`src/design/soc_bus_pkg.sv`:
```
// Shared widths, window constants and ID-width helpers, referenced by scoped name from the RTL
package soc_bus_pkg;

  localparam int unsigned aw = 32;  // Address bits
  localparam int unsigned dw = 32;  // Data bits

  // Crossbar target indices
  localparam int unsigned tgt_l2     = 0;
  localparam int unsigned tgt_periph = 1;
  localparam int unsigned tgt_ext    = 2;

  // Peripheral window is fixed
  localparam logic [aw-1:0] periph_base  = 32'h1A10_0000;
  localparam logic [aw-1:0] periph_bytes = 32'h0000_1000;  // 4 KiB

  // Programmable map, values after reset
  localparam logic [aw-1:0] l2_base_rst  = 32'h1C00_0000;
  localparam logic [aw-1:0] l2_size_rst  = 32'h0000_4000;  // 16 KiB
  localparam logic [aw-1:0] ext_base_rst = l2_base_rst + l2_size_rst;  // First byte past L2

  function automatic int unsigned n_targets();
    return 3;  // L2, peripherals, external
  endfunction

  // Target-side ID carries the initiator index above the initiator's own ID
  function automatic int unsigned out_id_w(input int unsigned n_init, input int unsigned iw);
    int unsigned idx_w;
    idx_w = (n_init > 1) ? $clog2(n_init) : 1;
    return iw + idx_w;
  endfunction

endpackage

```
`src/design/addr_map_regs.sv`:
```
// Programmable address map in the peripheral window, steers the crossbar decoders
`timescale 1ns/100ps

module addr_map_regs #(
  parameter int unsigned IW = 5
) (
  input  logic                       clk_i,
  input  logic                       rst,
  input  logic                       req_valid,
  output logic                       req_ready,
  input  logic [soc_bus_pkg::aw-1:0] req_addr,
  input  logic                       req_we,
  input  logic [soc_bus_pkg::dw-1:0] req_wdata,
  input  logic [IW-1:0]              req_id,
  output logic                       rsp_valid,
  input  logic                       rsp_ready,
  output logic [soc_bus_pkg::dw-1:0] rsp_rdata,
  output logic                       rsp_err,
  output logic [IW-1:0]              rsp_id,
  output logic [soc_bus_pkg::aw-1:0] l2_base,
  output logic [soc_bus_pkg::aw-1:0] l2_size,
  output logic [soc_bus_pkg::aw-1:0] ext_base
);

  logic [soc_bus_pkg::aw-1:0] off;
  logic [soc_bus_pkg::dw-1:0] rd_word;
  logic                       hit;
  logic                       accept;
  logic                       live_q;

  assign off       = req_addr - soc_bus_pkg::periph_base;
  assign req_ready = live_q && (!rsp_valid || rsp_ready);  // Slot empty or draining
  assign accept    = req_valid && req_ready;

  always_comb begin
    rd_word = '0;
    hit     = 1'b1;
    case (off)
      32'h0:   rd_word = l2_base;
      32'h4:   rd_word = l2_size;
      32'h8:   rd_word = ext_base;
      default: hit = 1'b0;  // Unused offset
    endcase
  end

  always_ff @(posedge clk_i) begin
    if (rst) begin
      live_q    <= 1'b0;
      rsp_valid <= 1'b0;
      l2_base   <= soc_bus_pkg::l2_base_rst;
      l2_size   <= soc_bus_pkg::l2_size_rst;
      ext_base  <= soc_bus_pkg::ext_base_rst;
    end else begin
      live_q <= 1'b1;
      if (accept) begin
        rsp_valid <= 1'b1;
      end else if (rsp_ready) begin
        rsp_valid <= 1'b0;
      end
      if (accept && req_we) begin
        case (off)
          32'h0:   l2_base  <= req_wdata;
          32'h4:   l2_size  <= req_wdata;
          32'h8:   ext_base <= req_wdata;
          default: ;
        endcase
      end
    end
  end

  // Response payload, ID echoed unchanged
  always_ff @(posedge clk_i) begin
    if (accept) begin
      rsp_id    <= req_id;
      rsp_err   <= !hit;
      rsp_rdata <= (req_we || !hit) ? '0 : rd_word;
    end
  end

endmodule

```
`config.mk`:
```
export PLATFORM = sky130hd
export DESIGN_NAME = addr_map_regs
export DESIGN_NICKNAME = d
export VERILOG_FILES = /design/src/design/soc_bus_pkg.sv /design/src/design/addr_map_regs.sv
export SDC_FILE = /design/constraint.sdc
export NUM_CORES = 1
export LEC_CHECK = 0
export BUFFER_PORTS_ARGS = -buffer_cell sky130_fd_sc_hd__clkbuf_2
export CAP_MARGIN = 15
export CELL_PAD_IN_SITES_DETAIL_PLACEMENT = 0
export CELL_PAD_IN_SITES_GLOBAL_PLACEMENT = 2
export CORE_MARGIN = 2
export CORE_UTILIZATION = 27
export CTS_CLUSTER_SIZE = 8
export DETAILED_ROUTE_END_ITERATION = 10
export GPL_ROUTABILITY_DRIVEN = 1
export PLACE_DENSITY = 0.72
export SYNTH_ARGS = -nofsm -noshare
export SYNTH_HDL_FRONTEND = slang
export SYNTH_SLANG_ARGS = --single-unit
```
`constraint.sdc`:
```
create_clock -name clk_i -period 2.6 [get_ports clk_i]
set_input_delay 0.26 -clock clk_i [delete_from_list [all_inputs] [get_ports clk_i]]
set_output_delay 0.26 -clock clk_i [all_outputs]
set_load 0.02 [all_outputs]
```
==> flow_summary.yaml <==
run_status:
  status: "complete, no violations"
global_routing:
  grtUsageMet3_pct: 4.601
  grt_pass1_vias: 4767
  grt_max_degree: 116
  antenna_found_initial: 0
  use_met2_pct: 24.95
  busiest_layer: "met2"
  grt_use_met1_pct: 18.99
  grt_remaining_overflow: 0
  grt_util_all_layers_pct: 15.16
  grt_pass1_wl_um: 25900
power_and_ir_drop:
  p_leak_uw: 0.003624
  power_density_nw_per_um2: 630.5
  ir_drop_mv: 0.4012
floorplan:
  num_rows: 52
  die_w_um: 148.4
  ios: 210
  core_um2: 20360
  die_h_um: 148.4
  dieArea_um2: 22030
  start_util_pct: 27.65
critical_path:
  slowest_stage: "and2_1"
  endpoint_kind: "register"
  worst_ep_arrival_time_ns: 2.03
  worstSetupPathType: "input port to register"
  crit_path_start_kind: "input port"
  cp_slowest_stage_delay_ns: 0.35
  critPathMaxFanout: 16
  path_cells: "clkbuf_2 -> nor4b_1 -> and3_1 -> and2_1 -> and3_2 -> buf_4 -> o2bb2ai_1"
  worstPathRequired_ns: 2.85
clock_network:
  clockRootBuffer: "clkbuf_16"
  cts_resized: 0
  cts_buffers: 17
  cts_buffer_depth: 2
  h-tree-depth: 4
  clk_latency_ns: 0.41
  cts.sinks: 136
  clk_pin_slew_worst_paths_ns: 0.06
  cts_setup_buffers: 0
  cts_tree: "yes"
  ctsHoldBuffers: 0
timing:
  tightest_slew_ns: 0.5130
  period_needed_ns: 1.773
  finClkSkew_ns: 0.006525
  finalSetupViolCount: 0
  timing.slew.headroom_pct: 65.80
  hold_viol_final: 0
  report.final.slew_viol_count: 0
  grt_setup_unrepaired: "no"
  setup_tns_ns: 0
  max_freq_ghz: 0.5639
  min_period_over_period_pct: 68.21
drt:
  drt-total-wl_um: 16580
  drt-initial-drc-count: 197
  via_per_inst: 4.638
  drc: 0
  num_vias: 4606
  ant_nets: 0
  wl_per_cell_um: 16.70
  drt_first_pass_iters: 4
logic_synthesis:
  syn_avg_cell_area_um2: 11.17
  synth_cell_type_count: 34
  synth-async-reset-ratio_pct: 0
  synth-edff-count: 38
  syn_nets: 578
  ys_warn_count: 0
  synth.largest_area_cell: "dfxtp_1"
  synthCells: 504
  synthTopCellsByArea: "dfxtp_1 35%, mux2i_1 22%, edfxtp_1 20%"
  synthTopCellsByCount: "125 x mux2i_1, 115 x nand2_1, 98 x dfxtp_1, 38 x edfxtp_1, 32 x o2bb2ai_1"
  syn-cell-area_um2: 5632
  yosysSeqAreaShare_pct: 55.10
  yosysMostFrequentCell: "mux2i_1"
  ys_ff_latch: 136
  yosysTopAreaCellShare_pct: 34.84
  synth_flop_cell: "dfxtp_1"
final_layout:
  area_growth_pct: 34.55
  finalNonFillerCells: 993
  fin_util_pct: 37.21
  drive_gt1_share_pct: 36.24
  num_antenna_cells: 0
  design_area_um2: 7577
  nets: 784
flow_run:
  max-cap-violations: 0
placed_design:
  place.gp.congestion: 0.7500
  place_hpwl_um: 11540
  placed_area_um2: 7004
  placedCellCount: 961
  io_buffer_count: 209
hold_path:
  hp-class: "input port to register"
## sequential cells by signal (all words and copies together) (netlist names)
name,flops
rsp_id,5
rsp_rdata,32
rsp_err,1
rsp_valid,1
ext_base,32
live_q,1
l2_base,32
l2_size,32
## final timing paths
path	start	endpoint	slack, ns	depth (start not counted)
min reg2reg	l2_size[8]	l2_size[8]	0.47	2
max reg2reg	rsp_valid	l2_base[12]	0.87	6
min	req_id[0]	rsp_id[0]	0.03	1
max	req_addr[31]	rsp_rdata[16]	0.83	7
## per-layer routing
layer,wire (um),part of all wire [%],vias up
met5,0,0,-
met4,273,1.6,0
met3,1190,7.2,17
met2,7775,47,179
met1,7341,44,2196
li1,-,-,2214
## critical path, delay by kind of cell
kind	cells	cell delay, ns
buffers and inverters	2	0.34
AND/OR/NAND/NOR	4	1.24
AO/OA/AOI/OAI	1	0.16
## metrics by stage
step | setup slack [ns] | power [uW] | hold slack, ns
finish | 0.8265 | 4778 | 0.03130
detailed placement | 0.3781 | 2474 | 0.4421
global placement | 0.4518 | 2470 | 0.4431
CTS | 0.8142 | 4841 | 0.002837
floorplan | 0.6335 | 2359 | 0.3589
global route | 0.7068 | 4954 | 0.007168
## placed cells by master, fill, tap and decap left out, drive strengths merged
master	n
nor4	4
xnor2	1
o21ai	1
nor2b	2
nand2	115
nand2b	2
nor3	3
clkinvlp	3
mux2i	125
nor4bb	1
xor2	1
a21oi	5
nor4b	2
clkbuf	228
edfxtp	38
nand3	2
o211a	1
nand4	7
o31ai	3
dfxtp	98
buf	14
and4	3
bufinv	2
and2	3
o31a	1
and3	2
clkinv	9
o2bb2ai	32
nor2	15
## cell families (layout without fill, tap and decap cells)
| family | Yosys count | count (layout) | synth area share, % |
|---|---|---|---|
| AO/OA/AOI/OAI | 43 | 43 | 6.243 |
| XOR/XNOR | 2 | 2 | 0.3111 |
| buffers and inverters | 37 | 256 | 3.266 |
| flip-flops | 136 | 136 | 55.10 |
| multiplexers | 125 | 125 | 22.22 |
| AND/OR/NAND/NOR | 161 | 161 | 12.86 |
## area by class of cell
class                           instances  area (um2)
Clock inverter                         13       130.1
Sequential cell                       136        3103
Multi-Input combinational cell        331        2382
Timing Repair Buffer                  223        1176
Clock buffer                           19       442.9
Fill cell                            2039       12790
Inverter                                1       5.005
Tap cell                              270       337.8
## report_power, final
group	internal (uW)	total (uW)	leakage, uW	switching [uW]
registers	2190	2190	0.00119	4.96
logic	83.7	231	0.00216	147
clock network	1430	2350	0.000278	924
total	3700	4780	0.00362	1080
Power figures use the tool's default switching activity.
