`src/design/soc_bus_pkg.sv`:
```
// Shared widths, window constants and ID-width helpers, referenced by scoped name from the RTL
package soc_bus_pkg;

  localparam int unsigned aw = 32;  // Address bits
  localparam int unsigned dw = 32;  // Data bits

  // Crossbar target indices
  localparam int unsigned tgt_l2     = 0;
  localparam int unsigned tgt_periph = 1;
  localparam int unsigned tgt_ext    = 2;

  // Peripheral window is fixed
  localparam logic [aw-1:0] periph_base  = 32'h1A10_0000;
  localparam logic [aw-1:0] periph_bytes = 32'h0000_1000;  // 4 KiB

  // Programmable map, values after reset
  localparam logic [aw-1:0] l2_base_rst  = 32'h1C00_0000;
  localparam logic [aw-1:0] l2_size_rst  = 32'h0000_4000;  // 16 KiB
  localparam logic [aw-1:0] ext_base_rst = l2_base_rst + l2_size_rst;  // First byte past L2

  function automatic int unsigned n_targets();
    return 3;  // L2, peripherals, external
  endfunction

  // Target-side ID carries the initiator index above the initiator's own ID
  function automatic int unsigned out_id_w(input int unsigned n_init, input int unsigned iw);
    int unsigned idx_w;
    idx_w = (n_init > 1) ? $clog2(n_init) : 1;
    return iw + idx_w;
  endfunction

endpackage

```
`src/design/addr_decoder.sv`:
```
// Window compare for one request address, used by the crossbar once per initiator
`timescale 1ns/100ps

module addr_decoder (
  input  logic [soc_bus_pkg::aw-1:0]                  addr,
  input  logic [soc_bus_pkg::aw-1:0]                  l2_base,
  input  logic [soc_bus_pkg::aw-1:0]                  l2_size,
  input  logic [soc_bus_pkg::aw-1:0]                  ext_base,
  output logic [$clog2(soc_bus_pkg::n_targets())-1:0] tgt_idx,
  output logic                                        miss
);

  localparam int unsigned TW = $clog2(soc_bus_pkg::n_targets());

  logic [soc_bus_pkg::aw-1:0] periph_off;
  logic [soc_bus_pkg::aw-1:0] l2_off;

  // Offsets instead of end addresses, no overflow at the top of memory
  assign periph_off = addr - soc_bus_pkg::periph_base;
  assign l2_off     = addr - l2_base;

  always_comb begin
    tgt_idx = TW'(soc_bus_pkg::tgt_l2);
    miss    = 1'b0;
    if (addr >= soc_bus_pkg::periph_base && periph_off < soc_bus_pkg::periph_bytes) begin
      tgt_idx = TW'(soc_bus_pkg::tgt_periph);  // Fixed window wins
    end else if (addr >= l2_base && l2_off < l2_size) begin
      tgt_idx = TW'(soc_bus_pkg::tgt_l2);
    end else if (addr >= ext_base) begin
      tgt_idx = TW'(soc_bus_pkg::tgt_ext);     // Up to the top of the space
    end else begin
      miss = 1'b1;
    end
  end

endmodule

```
`src/design/rr_arbiter.sv`:
```
// Round-robin grant among initiators for one crossbar target, held until accepted
`timescale 1ns/100ps

module rr_arbiter #(
  parameter int unsigned N_INIT = 2
) (
  input  logic              clk_i,
  input  logic              rst,
  input  logic [N_INIT-1:0] req,
  input  logic              accept,
  output logic [N_INIT-1:0] grant
);

  localparam int unsigned PW = (N_INIT > 1) ? $clog2(N_INIT) : 1;

  logic [PW-1:0]     last_q;    // Last accepted winner
  logic              hold_q;
  logic [N_INIT-1:0] held_q;
  logic [N_INIT-1:0] rr_grant;
  logic [PW-1:0]     win_idx;

  // Search starts just after the last winner
  always_comb begin
    int idx;
    rr_grant = '0;
    for (int k = 1; k <= N_INIT; k++) begin
      idx = (int'(last_q) + k) % N_INIT;
      if (rr_grant == '0 && req[idx]) rr_grant[idx] = 1'b1;
    end
  end

  assign grant = (hold_q && |(held_q & req)) ? held_q : rr_grant;

  always_comb begin
    win_idx = '0;
    for (int i = 0; i < N_INIT; i++) begin
      if (grant[i]) win_idx = PW'(i);
    end
  end

  always_ff @(posedge clk_i) begin
    if (rst) begin
      last_q <= PW'(N_INIT - 1);  // Initiator 0 first
      hold_q <= 1'b0;
      held_q <= '0;
    end else if (accept) begin
      last_q <= win_idx;
      hold_q <= 1'b0;
    end else if (|grant) begin
      hold_q <= 1'b1;             // Keep the winner until its transfer
      held_q <= grant;
    end
  end

  a_grant_onehot: assert property (@(posedge clk_i) disable iff (rst) $onehot0(grant));

endmodule

```
`src/design/bus_xbar.sv`:
```
// Request crossbar: decode, per-target arbitration and request register, ID widening, response return
`timescale 1ns/100ps

module bus_xbar #(
  parameter  int unsigned N_INIT = 2,
  parameter  int unsigned IW     = 4,
  localparam int unsigned NT     = soc_bus_pkg::n_targets(),
  localparam int unsigned OW     = soc_bus_pkg::out_id_w(N_INIT, IW)
) (
  input  logic                                    clk_i,
  input  logic                                    rst,
  input  logic [N_INIT-1:0]                       init_req_valid,
  output logic [N_INIT-1:0]                       init_req_ready,
  input  logic [N_INIT-1:0][soc_bus_pkg::aw-1:0]  init_req_addr,
  input  logic [N_INIT-1:0]                       init_req_we,
  input  logic [N_INIT-1:0][soc_bus_pkg::dw-1:0]  init_req_wdata,
  input  logic [N_INIT-1:0][IW-1:0]               init_req_id,
  output logic [N_INIT-1:0]                       init_rsp_valid,
  input  logic [N_INIT-1:0]                       init_rsp_ready,
  output logic [N_INIT-1:0][soc_bus_pkg::dw-1:0]  init_rsp_rdata,
  output logic [N_INIT-1:0]                       init_rsp_err,
  output logic [N_INIT-1:0][IW-1:0]               init_rsp_id,
  output logic [NT-1:0]                           tgt_req_valid,
  input  logic [NT-1:0]                           tgt_req_ready,
  output logic [NT-1:0][soc_bus_pkg::aw-1:0]      tgt_req_addr,
  output logic [NT-1:0]                           tgt_req_we,
  output logic [NT-1:0][soc_bus_pkg::dw-1:0]      tgt_req_wdata,
  output logic [NT-1:0][OW-1:0]                   tgt_req_id,
  input  logic [NT-1:0]                           tgt_rsp_valid,
  output logic [NT-1:0]                           tgt_rsp_ready,
  input  logic [NT-1:0][soc_bus_pkg::dw-1:0]      tgt_rsp_rdata,
  input  logic [NT-1:0]                           tgt_rsp_err,
  input  logic [NT-1:0][OW-1:0]                   tgt_rsp_id,
  input  logic [soc_bus_pkg::aw-1:0]              l2_base,
  input  logic [soc_bus_pkg::aw-1:0]              l2_size,
  input  logic [soc_bus_pkg::aw-1:0]              ext_base
);

  localparam int unsigned TW = $clog2(NT);
  localparam int unsigned XW = OW - IW;  // Initiator index bits

  logic [N_INIT-1:0][TW-1:0] dec_idx;
  logic [N_INIT-1:0]         dec_miss;
  logic [N_INIT-1:0]         busy_q;       // One request in flight per initiator
  logic [N_INIT-1:0]         err_valid_q;  // Decode-miss response pending
  logic [N_INIT-1:0][IW-1:0] err_id_q;
  logic [NT-1:0][N_INIT-1:0] arb_req;
  logic [NT-1:0][N_INIT-1:0] arb_grant;
  logic [NT-1:0]             slot_free;
  logic [NT-1:0]             load;
  logic [NT-1:0][XW-1:0]     rsp_src;
  logic                      live_q;

  for (genvar i = 0; i < N_INIT; i++) begin : gen_init
    addr_decoder i_dec (
      .addr     (init_req_addr[i]),
      .l2_base  (l2_base),
      .l2_size  (l2_size),
      .ext_base (ext_base),
      .tgt_idx  (dec_idx[i]),
      .miss     (dec_miss[i])
    );

    a_req_stable: assert property (@(posedge clk_i) disable iff (rst)
      init_req_valid[i] && !init_req_ready[i] |=> init_req_valid[i] &&
      $stable(init_req_addr[i]) && $stable(init_req_we[i]) &&
      $stable(init_req_wdata[i]) && $stable(init_req_id[i]));
  end

  always_comb begin
    for (int t = 0; t < NT; t++) begin
      for (int i = 0; i < N_INIT; i++) begin
        arb_req[t][i] = live_q && init_req_valid[i] && !busy_q[i] && !dec_miss[i] &&
                        dec_idx[i] == TW'(t);
      end
    end
  end

  for (genvar t = 0; t < NT; t++) begin : gen_tgt
    logic [XW-1:0]              win;
    logic                       v_q;
    logic [soc_bus_pkg::aw-1:0] addr_q;
    logic                       we_q;
    logic [soc_bus_pkg::dw-1:0] wdata_q;
    logic [OW-1:0]              id_q;

    assign slot_free[t] = !v_q || tgt_req_ready[t];
    assign load[t]      = slot_free[t] && |arb_grant[t];

    rr_arbiter #(.N_INIT(N_INIT)) i_arb (
      .clk_i  (clk_i),
      .rst    (rst),
      .req    (arb_req[t]),
      .accept (load[t]),
      .grant  (arb_grant[t])
    );

    always_comb begin
      win = '0;
      for (int i = 0; i < N_INIT; i++) begin
        if (arb_grant[t][i]) win = XW'(i);
      end
    end

    always_ff @(posedge clk_i) begin
      if (rst) begin
        v_q <= 1'b0;
      end else if (slot_free[t]) begin
        v_q <= |arb_grant[t];
      end
    end

    always_ff @(posedge clk_i) begin
      if (load[t]) begin
        addr_q  <= init_req_addr[win];
        we_q    <= init_req_we[win];
        wdata_q <= init_req_wdata[win];
        id_q    <= {win, init_req_id[win]};  // Widen by initiator index
      end
    end

    assign tgt_req_valid[t] = v_q;
    assign tgt_req_addr[t]  = addr_q;
    assign tgt_req_we[t]    = we_q;
    assign tgt_req_wdata[t] = wdata_q;
    assign tgt_req_id[t]    = id_q;

    // Return path stalls with the owning initiator
    assign rsp_src[t]       = tgt_rsp_id[t][OW-1:IW];
    assign tgt_rsp_ready[t] = tgt_rsp_valid[t] && (32'(rsp_src[t]) < N_INIT) &&
                              init_rsp_ready[rsp_src[t]];

    a_rsp_src: assert property (@(posedge clk_i) disable iff (rst)
      tgt_rsp_valid[t] |-> 32'(rsp_src[t]) < N_INIT);
  end

  always_comb begin
    for (int i = 0; i < N_INIT; i++) begin
      if (dec_miss[i]) begin
        init_req_ready[i] = live_q && !busy_q[i];  // Answered locally
      end else begin
        init_req_ready[i] = arb_grant[dec_idx[i]][i] && slot_free[dec_idx[i]];
      end
    end
  end

  // At most one source per initiator at a time
  always_comb begin
    for (int i = 0; i < N_INIT; i++) begin
      init_rsp_valid[i] = err_valid_q[i];
      init_rsp_rdata[i] = '0;
      init_rsp_err[i]   = err_valid_q[i];
      init_rsp_id[i]    = err_id_q[i];
      for (int t = 0; t < NT; t++) begin
        if (tgt_rsp_valid[t] && rsp_src[t] == XW'(i)) begin
          init_rsp_valid[i] = 1'b1;
          init_rsp_rdata[i] = tgt_rsp_rdata[t];
          init_rsp_err[i]   = tgt_rsp_err[t];
          init_rsp_id[i]    = tgt_rsp_id[t][IW-1:0];  // Strip the index
        end
      end
    end
  end

  always_ff @(posedge clk_i) begin
    if (rst) begin
      live_q      <= 1'b0;
      busy_q      <= '0;
      err_valid_q <= '0;
    end else begin
      live_q <= 1'b1;
      for (int i = 0; i < N_INIT; i++) begin
        if (init_req_valid[i] && init_req_ready[i]) begin
          busy_q[i]      <= 1'b1;
          err_valid_q[i] <= dec_miss[i];
        end else if (init_rsp_valid[i] && init_rsp_ready[i]) begin
          busy_q[i]      <= 1'b0;
          err_valid_q[i] <= 1'b0;
        end
      end
    end
  end

  always_ff @(posedge clk_i) begin
    for (int i = 0; i < N_INIT; i++) begin
      if (init_req_valid[i] && init_req_ready[i] && dec_miss[i]) err_id_q[i] <= init_req_id[i];
    end
  end

endmodule

```
`config.mk`:
```
export PLATFORM = sky130hd
export DESIGN_NAME = bus_xbar
export DESIGN_NICKNAME = d
export VERILOG_FILES = /design/src/design/soc_bus_pkg.sv /design/src/design/addr_decoder.sv /design/src/design/rr_arbiter.sv /design/src/design/bus_xbar.sv
export SDC_FILE = /design/constraint.sdc
export NUM_CORES = 1
export LEC_CHECK = 0
export BUFFER_PORTS_ARGS = -buffer_cell sky130_fd_sc_hd__buf_2
export CELL_PAD_IN_SITES_DETAIL_PLACEMENT = 1
export CELL_PAD_IN_SITES_GLOBAL_PLACEMENT = 2
export CORE_AREA = 2 2 257 259
export CTS_CLUSTER_SIZE = 28
export DETAILED_ROUTE_END_ITERATION = 16
export DIE_AREA = 0 0 259 261
export PLACE_DENSITY = 0.79
export REMOVE_ABC_BUFFERS = 1
export SETUP_SLACK_MARGIN = 0.1
export SLEW_MARGIN = 15
export SYNTH_ARGS = -nofsm -noshare
export SYNTH_HDL_FRONTEND = slang
export SYNTH_HIERARCHICAL = 1
export SYNTH_SLANG_ARGS = --single-unit
```
`constraint.sdc`:
```
create_clock -name clk_i -period 13.72 [get_ports clk_i]
set_input_delay 2.058 -clock clk_i [delete_from_list [all_inputs] [get_ports clk_i]]
set_output_delay 2.058 -clock clk_i [all_outputs]
set_load 0.03 [all_outputs]
```
==> out/metrics.csv <==
stage,metric,value,unit
synthesis,synth_compound_area_share,16.57,%
hold_path,hold_end,gen_tgt[2].i_arb/held_q[1],
die,dieArea,0.06760,sq mm
die,io_pins,654,
synthesis,async_reset_ff_share,0,%
detailed_routing,wire_per_inst,24.99,um
power,seqPwrFrac,35.6,%
cts,clk_pin_slew,70,ps
synthesis,synth.avg_cell_area,9.976,sq um
synthesis,synth_xor_area_share,2.380,%
synthesis,synthTopCellsByArea,"edfxtp_1, mux2_2, ha_1, inv_1, nor2_1",
synthesis,synth_cells,1881,
setup_path,crit_cells,28,
setup_path,worstPathMaxFanout,13,
setup_path,r2r_slack,9570,ps
setup_path,cp-start-kind,input port,
setup_path,critPathSlowestCell,nor3b_1,
synthesis,syn-cell-area,0.01876,sq mm
power,p_int,0.001536,W
power,power.density,100.5,mW/mm^2
placed_design,gp_congestion,0.9213,
timing,holdWs,522.5,ps
setup_path,critPathTopFamily,compound AO/OA/AOI/OAI gates,
power,power_leakage,10.77,nW
synthesis,yosys.area_share.simple,11.50,%
detailed_routing,wl,85090,um
placed_design,hpwl,68710,um
synthesis,synth_seq_cells,238,
hold_path,hold_path_depth,2,
timing,fin_crit_sh,83.97,%
detailed_routing,drc_errors,0,
detailed_routing,first_iter_violations,961,
setup_path,crit_required,11660,ps
detailed_routing,vias,17800,
cells_and_area,finalInstanceArea,0.02387,sq mm
cts,cts_setup_buffers,0,
run,maxCapViolations,0,
hold_path,holdCritStartpoint,gen_tgt[2].i_arb/held_q[1],
global_route,gr-total-overflow,0,
timing,fin_skew,25.96,ps
cells_and_area,regArea,0.006947,sq mm
cts,cts_sinks,238,
power,power_frac_comb,33.1,%
timing,finalCriticalPeriod,11520,ps
synthesis,synth.distinct_cells,86,
setup_path,critPathKind,input port to primary output,
detailed_routing,vias_per_cell,5.227,
cts,cts_tree,built,
power,total_power,0.002398,W
timing,setup_violations,0,
timing,grt_setup_unrepaired,no,
die,die_h,261,um
cells_and_area,drive_gt1_share,38.34,%
setup_path,critPathCaptureType,primary output,
power,peakVddDrop,88.80,uV
detailed_routing,dr.pass1.iters,5,
hold_path,hp-class,flip-flop to flip-flop,
die,die_x,259,um
setup_path,cp_slowest_stage_delay,670,ps
cells_and_area,final_util,36.70,%
synthesis,yosysTopAreaCell,edfxtp_1,
timing,fmax,86.80,MHz
cts,worst_skew_pair.late_latency,610,ps
power,switchingPower,0.0008624,W
cts,postCtsHoldBufs,0,
cts,ctsHtreeMaxLevel,1,
die,rows,94,
detailed_routing,antenna_left,0,
cells_and_area,final_cells,3405,
global_route,grt_pass1_vias,18970,
cts,root_buffer,clkbuf_16,
timing,maxSlewViolCount,0,
setup_path,rr_endpoint,gen_tgt[1].wdata_q[0],
placed_design,dp_cells,3334,
synthesis,ys_warn_count,6,
setup_path,cp.arrival,9460,ps
cells_and_area,fin_nets,3054,
global_route,grt_pass1_wl,121300,um
die,fp.coreArea,0.06504,sq mm
global_route,grt_max_degree,71,
cells_and_area,multi_input_area,0.01070,sq mm
timing,tightestPinTransition,1147,ps
cts,clk_path_buf_depth,3,
global_route,track_usage,23.86,%
placed_design,io_buffer_count,653,
power,switching_share,35.96,%
global_route,antenna_found_initial,32,
synthesis,synth_edf_count,218,
synthesis,seq_area_frac_synth,37.02,%
cells_and_area,area.growth.synth_to_final,27.21,%
timing,max_slew_margin,23.52,%
timing,final-hold-violation-count,0,
synthesis,synthAdderAreaFrac,12.88,%
synthesis,synth_mux_area_share,13.20,%
synthesis,ys.flop_type,edfxtp_1,
cts,cts_resized,0,
synthesis,synth_top_family_by_area,compound AO/OA/AOI/OAI gates,
placed_design,dpl_cell_area,0.02292,sq mm
setup_path,r2r_start,live_q,
setup_path,cp_num_buf_inv,3,
setup_path,r2r_cells,9,
cts,cts_made_buffers,30,
power,p_clk_share,31.3,%
die,initial_core_util,28.85,%
synthesis,synth_top_area_share,34.89,%
cells_and_area,fill_cells,7703,
run_status,status,"complete, no violations",
[worst min-delay path, cell delays in order, from the launching register on]
cell       delay, ps
dfxtp_1          360
nand2_1           70
o2bb2ai_1         50
[area by class of cell]
| class | instances | share of cell area (%) |
|---|---|---|
| Multi-Input combinational cell | 1355 | 44.83 |
| Tap cell | 864 | 4.529 |
| Timing Repair Buffer | 669 | 14.30 |
| Sequential cell | 238 | 29.10 |
| Clock buffer | 35 | 3.224 |
| Clock inverter | 20 | 0.5766 |
| Inverter | 208 | 3.271 |
| Antenna cell | 16 | 0.1677 |
[worst max path at each step]
stage,from,end,slack (ps)
floorplan,l2_base[5],gen_tgt[2].i_arb/last_q,-200
global placement,init_req_addr[0],init_req_ready[1],2480
detailed placement,l2_base[6],init_req_ready[1],2140
CTS,l2_base[6],init_req_ready[1],2110
global route,l2_base[6],init_req_ready[1],1570
finish,l2_base[6],init_req_ready[1],2200
[registers in the layout (all words and copies together), names as in the netlist]
signal,count
busy_q,2
err_id_q,8
err_valid_q,2
gen_tgt.addr_q,96
gen_tgt.i_arb/held_q,6
gen_tgt.i_arb/hold_q,3
gen_tgt.i_arb/last_q,3
gen_tgt.id_q,15
gen_tgt.v_q,3
gen_tgt.wdata_q,96
gen_tgt.we_q,3
live_q,1
[power groups by stage]
stage	Clock, W	Sequential (W)	Combinational (W)
2_1_floorplan	0	0.000932	0.000431
3_3_place_gp	0	0.000868	0.000771
3_5_place_dp	0	0.000869	0.000790
4_1_cts	0.000768	0.000855	0.000796
5_1_grt	0.000788	0.000858	0.000863
6_report	0.000750	0.000854	0.000794
[synth_stat cells, types with 5 or more instances]
master,n
nand2b_1,19
xor2_1,14
o21ai_1,27
inv_1,208
nor2_1,122
ha_1,190
a21o_1,58
nand3_1,22
a211oi_1,15
o2111ai_1,5
nand2_1,107
a22oi_1,33
xnor2_1,37
dfxtp_1,20
and4_1,5
clkbuf_1,29
buf_1,7
a21oi_1,90
a211o_1,7
o2bb2ai_1,6
a31oi_1,16
o21ai_0,72
a41oi_1,6
a221oi_1,35
mux2i_1,9
o21a_1,13
nand4_1,31
edfxtp_1,218
o211ai_1,8
buf_6,6
a311oi_1,8
buf_4,11
buf_2,25
nor3_1,32
mux2_2,212
or3_1,7
nor2b_1,33
and3_1,18
nor4_1,12
[cells in the final DEF (no fill, tap or decap), drive strengths merged, types with 20 or more instances in the layout]
cell / n
a21o: 62
a21oi: 91
a221oi: 35
a22oi: 33
buf: 669
clkbuf: 35
dfxtp: 20
edfxtp: 218
ha: 190
inv: 210
mux2: 212
nand2: 107
nand3: 22
nand4: 31
nor2: 122
nor2b: 34
nor3: 32
o21ai: 103
xnor2: 37
[metal layers]
layer	up-vias	routed length (um)	GRT usage, %
li1	8239	-	-
met1	8764	33810	27.76
met2	608	42370	42.42
met3	167	5355	5.014
met4	20	3420	10.13
met5	-	136	0
[cell families (layout without fill, tap and decap cells)]
logic type | count (synthesis) | after routing
fa+ha+maj | 192 | 192
simple gates | 437 | 437
mux | 221 | 221
buf+inv | 288 | 932
xor+xnor | 51 | 51
flops | 238 | 238
other cells | 0 | 16
compound gates | 454 | 454
[metrics by stage]
stage | TNS (ps) | worst slack [ps]
after floorplan | -16340 | -196.9
after global placement | 0 | 2482
after detailed placement | 0 | 2138
after CTS | 0 | 2109
after global routing | 0 | 1574
final | 0 | 2200
(Power assumes the default switching activity.)
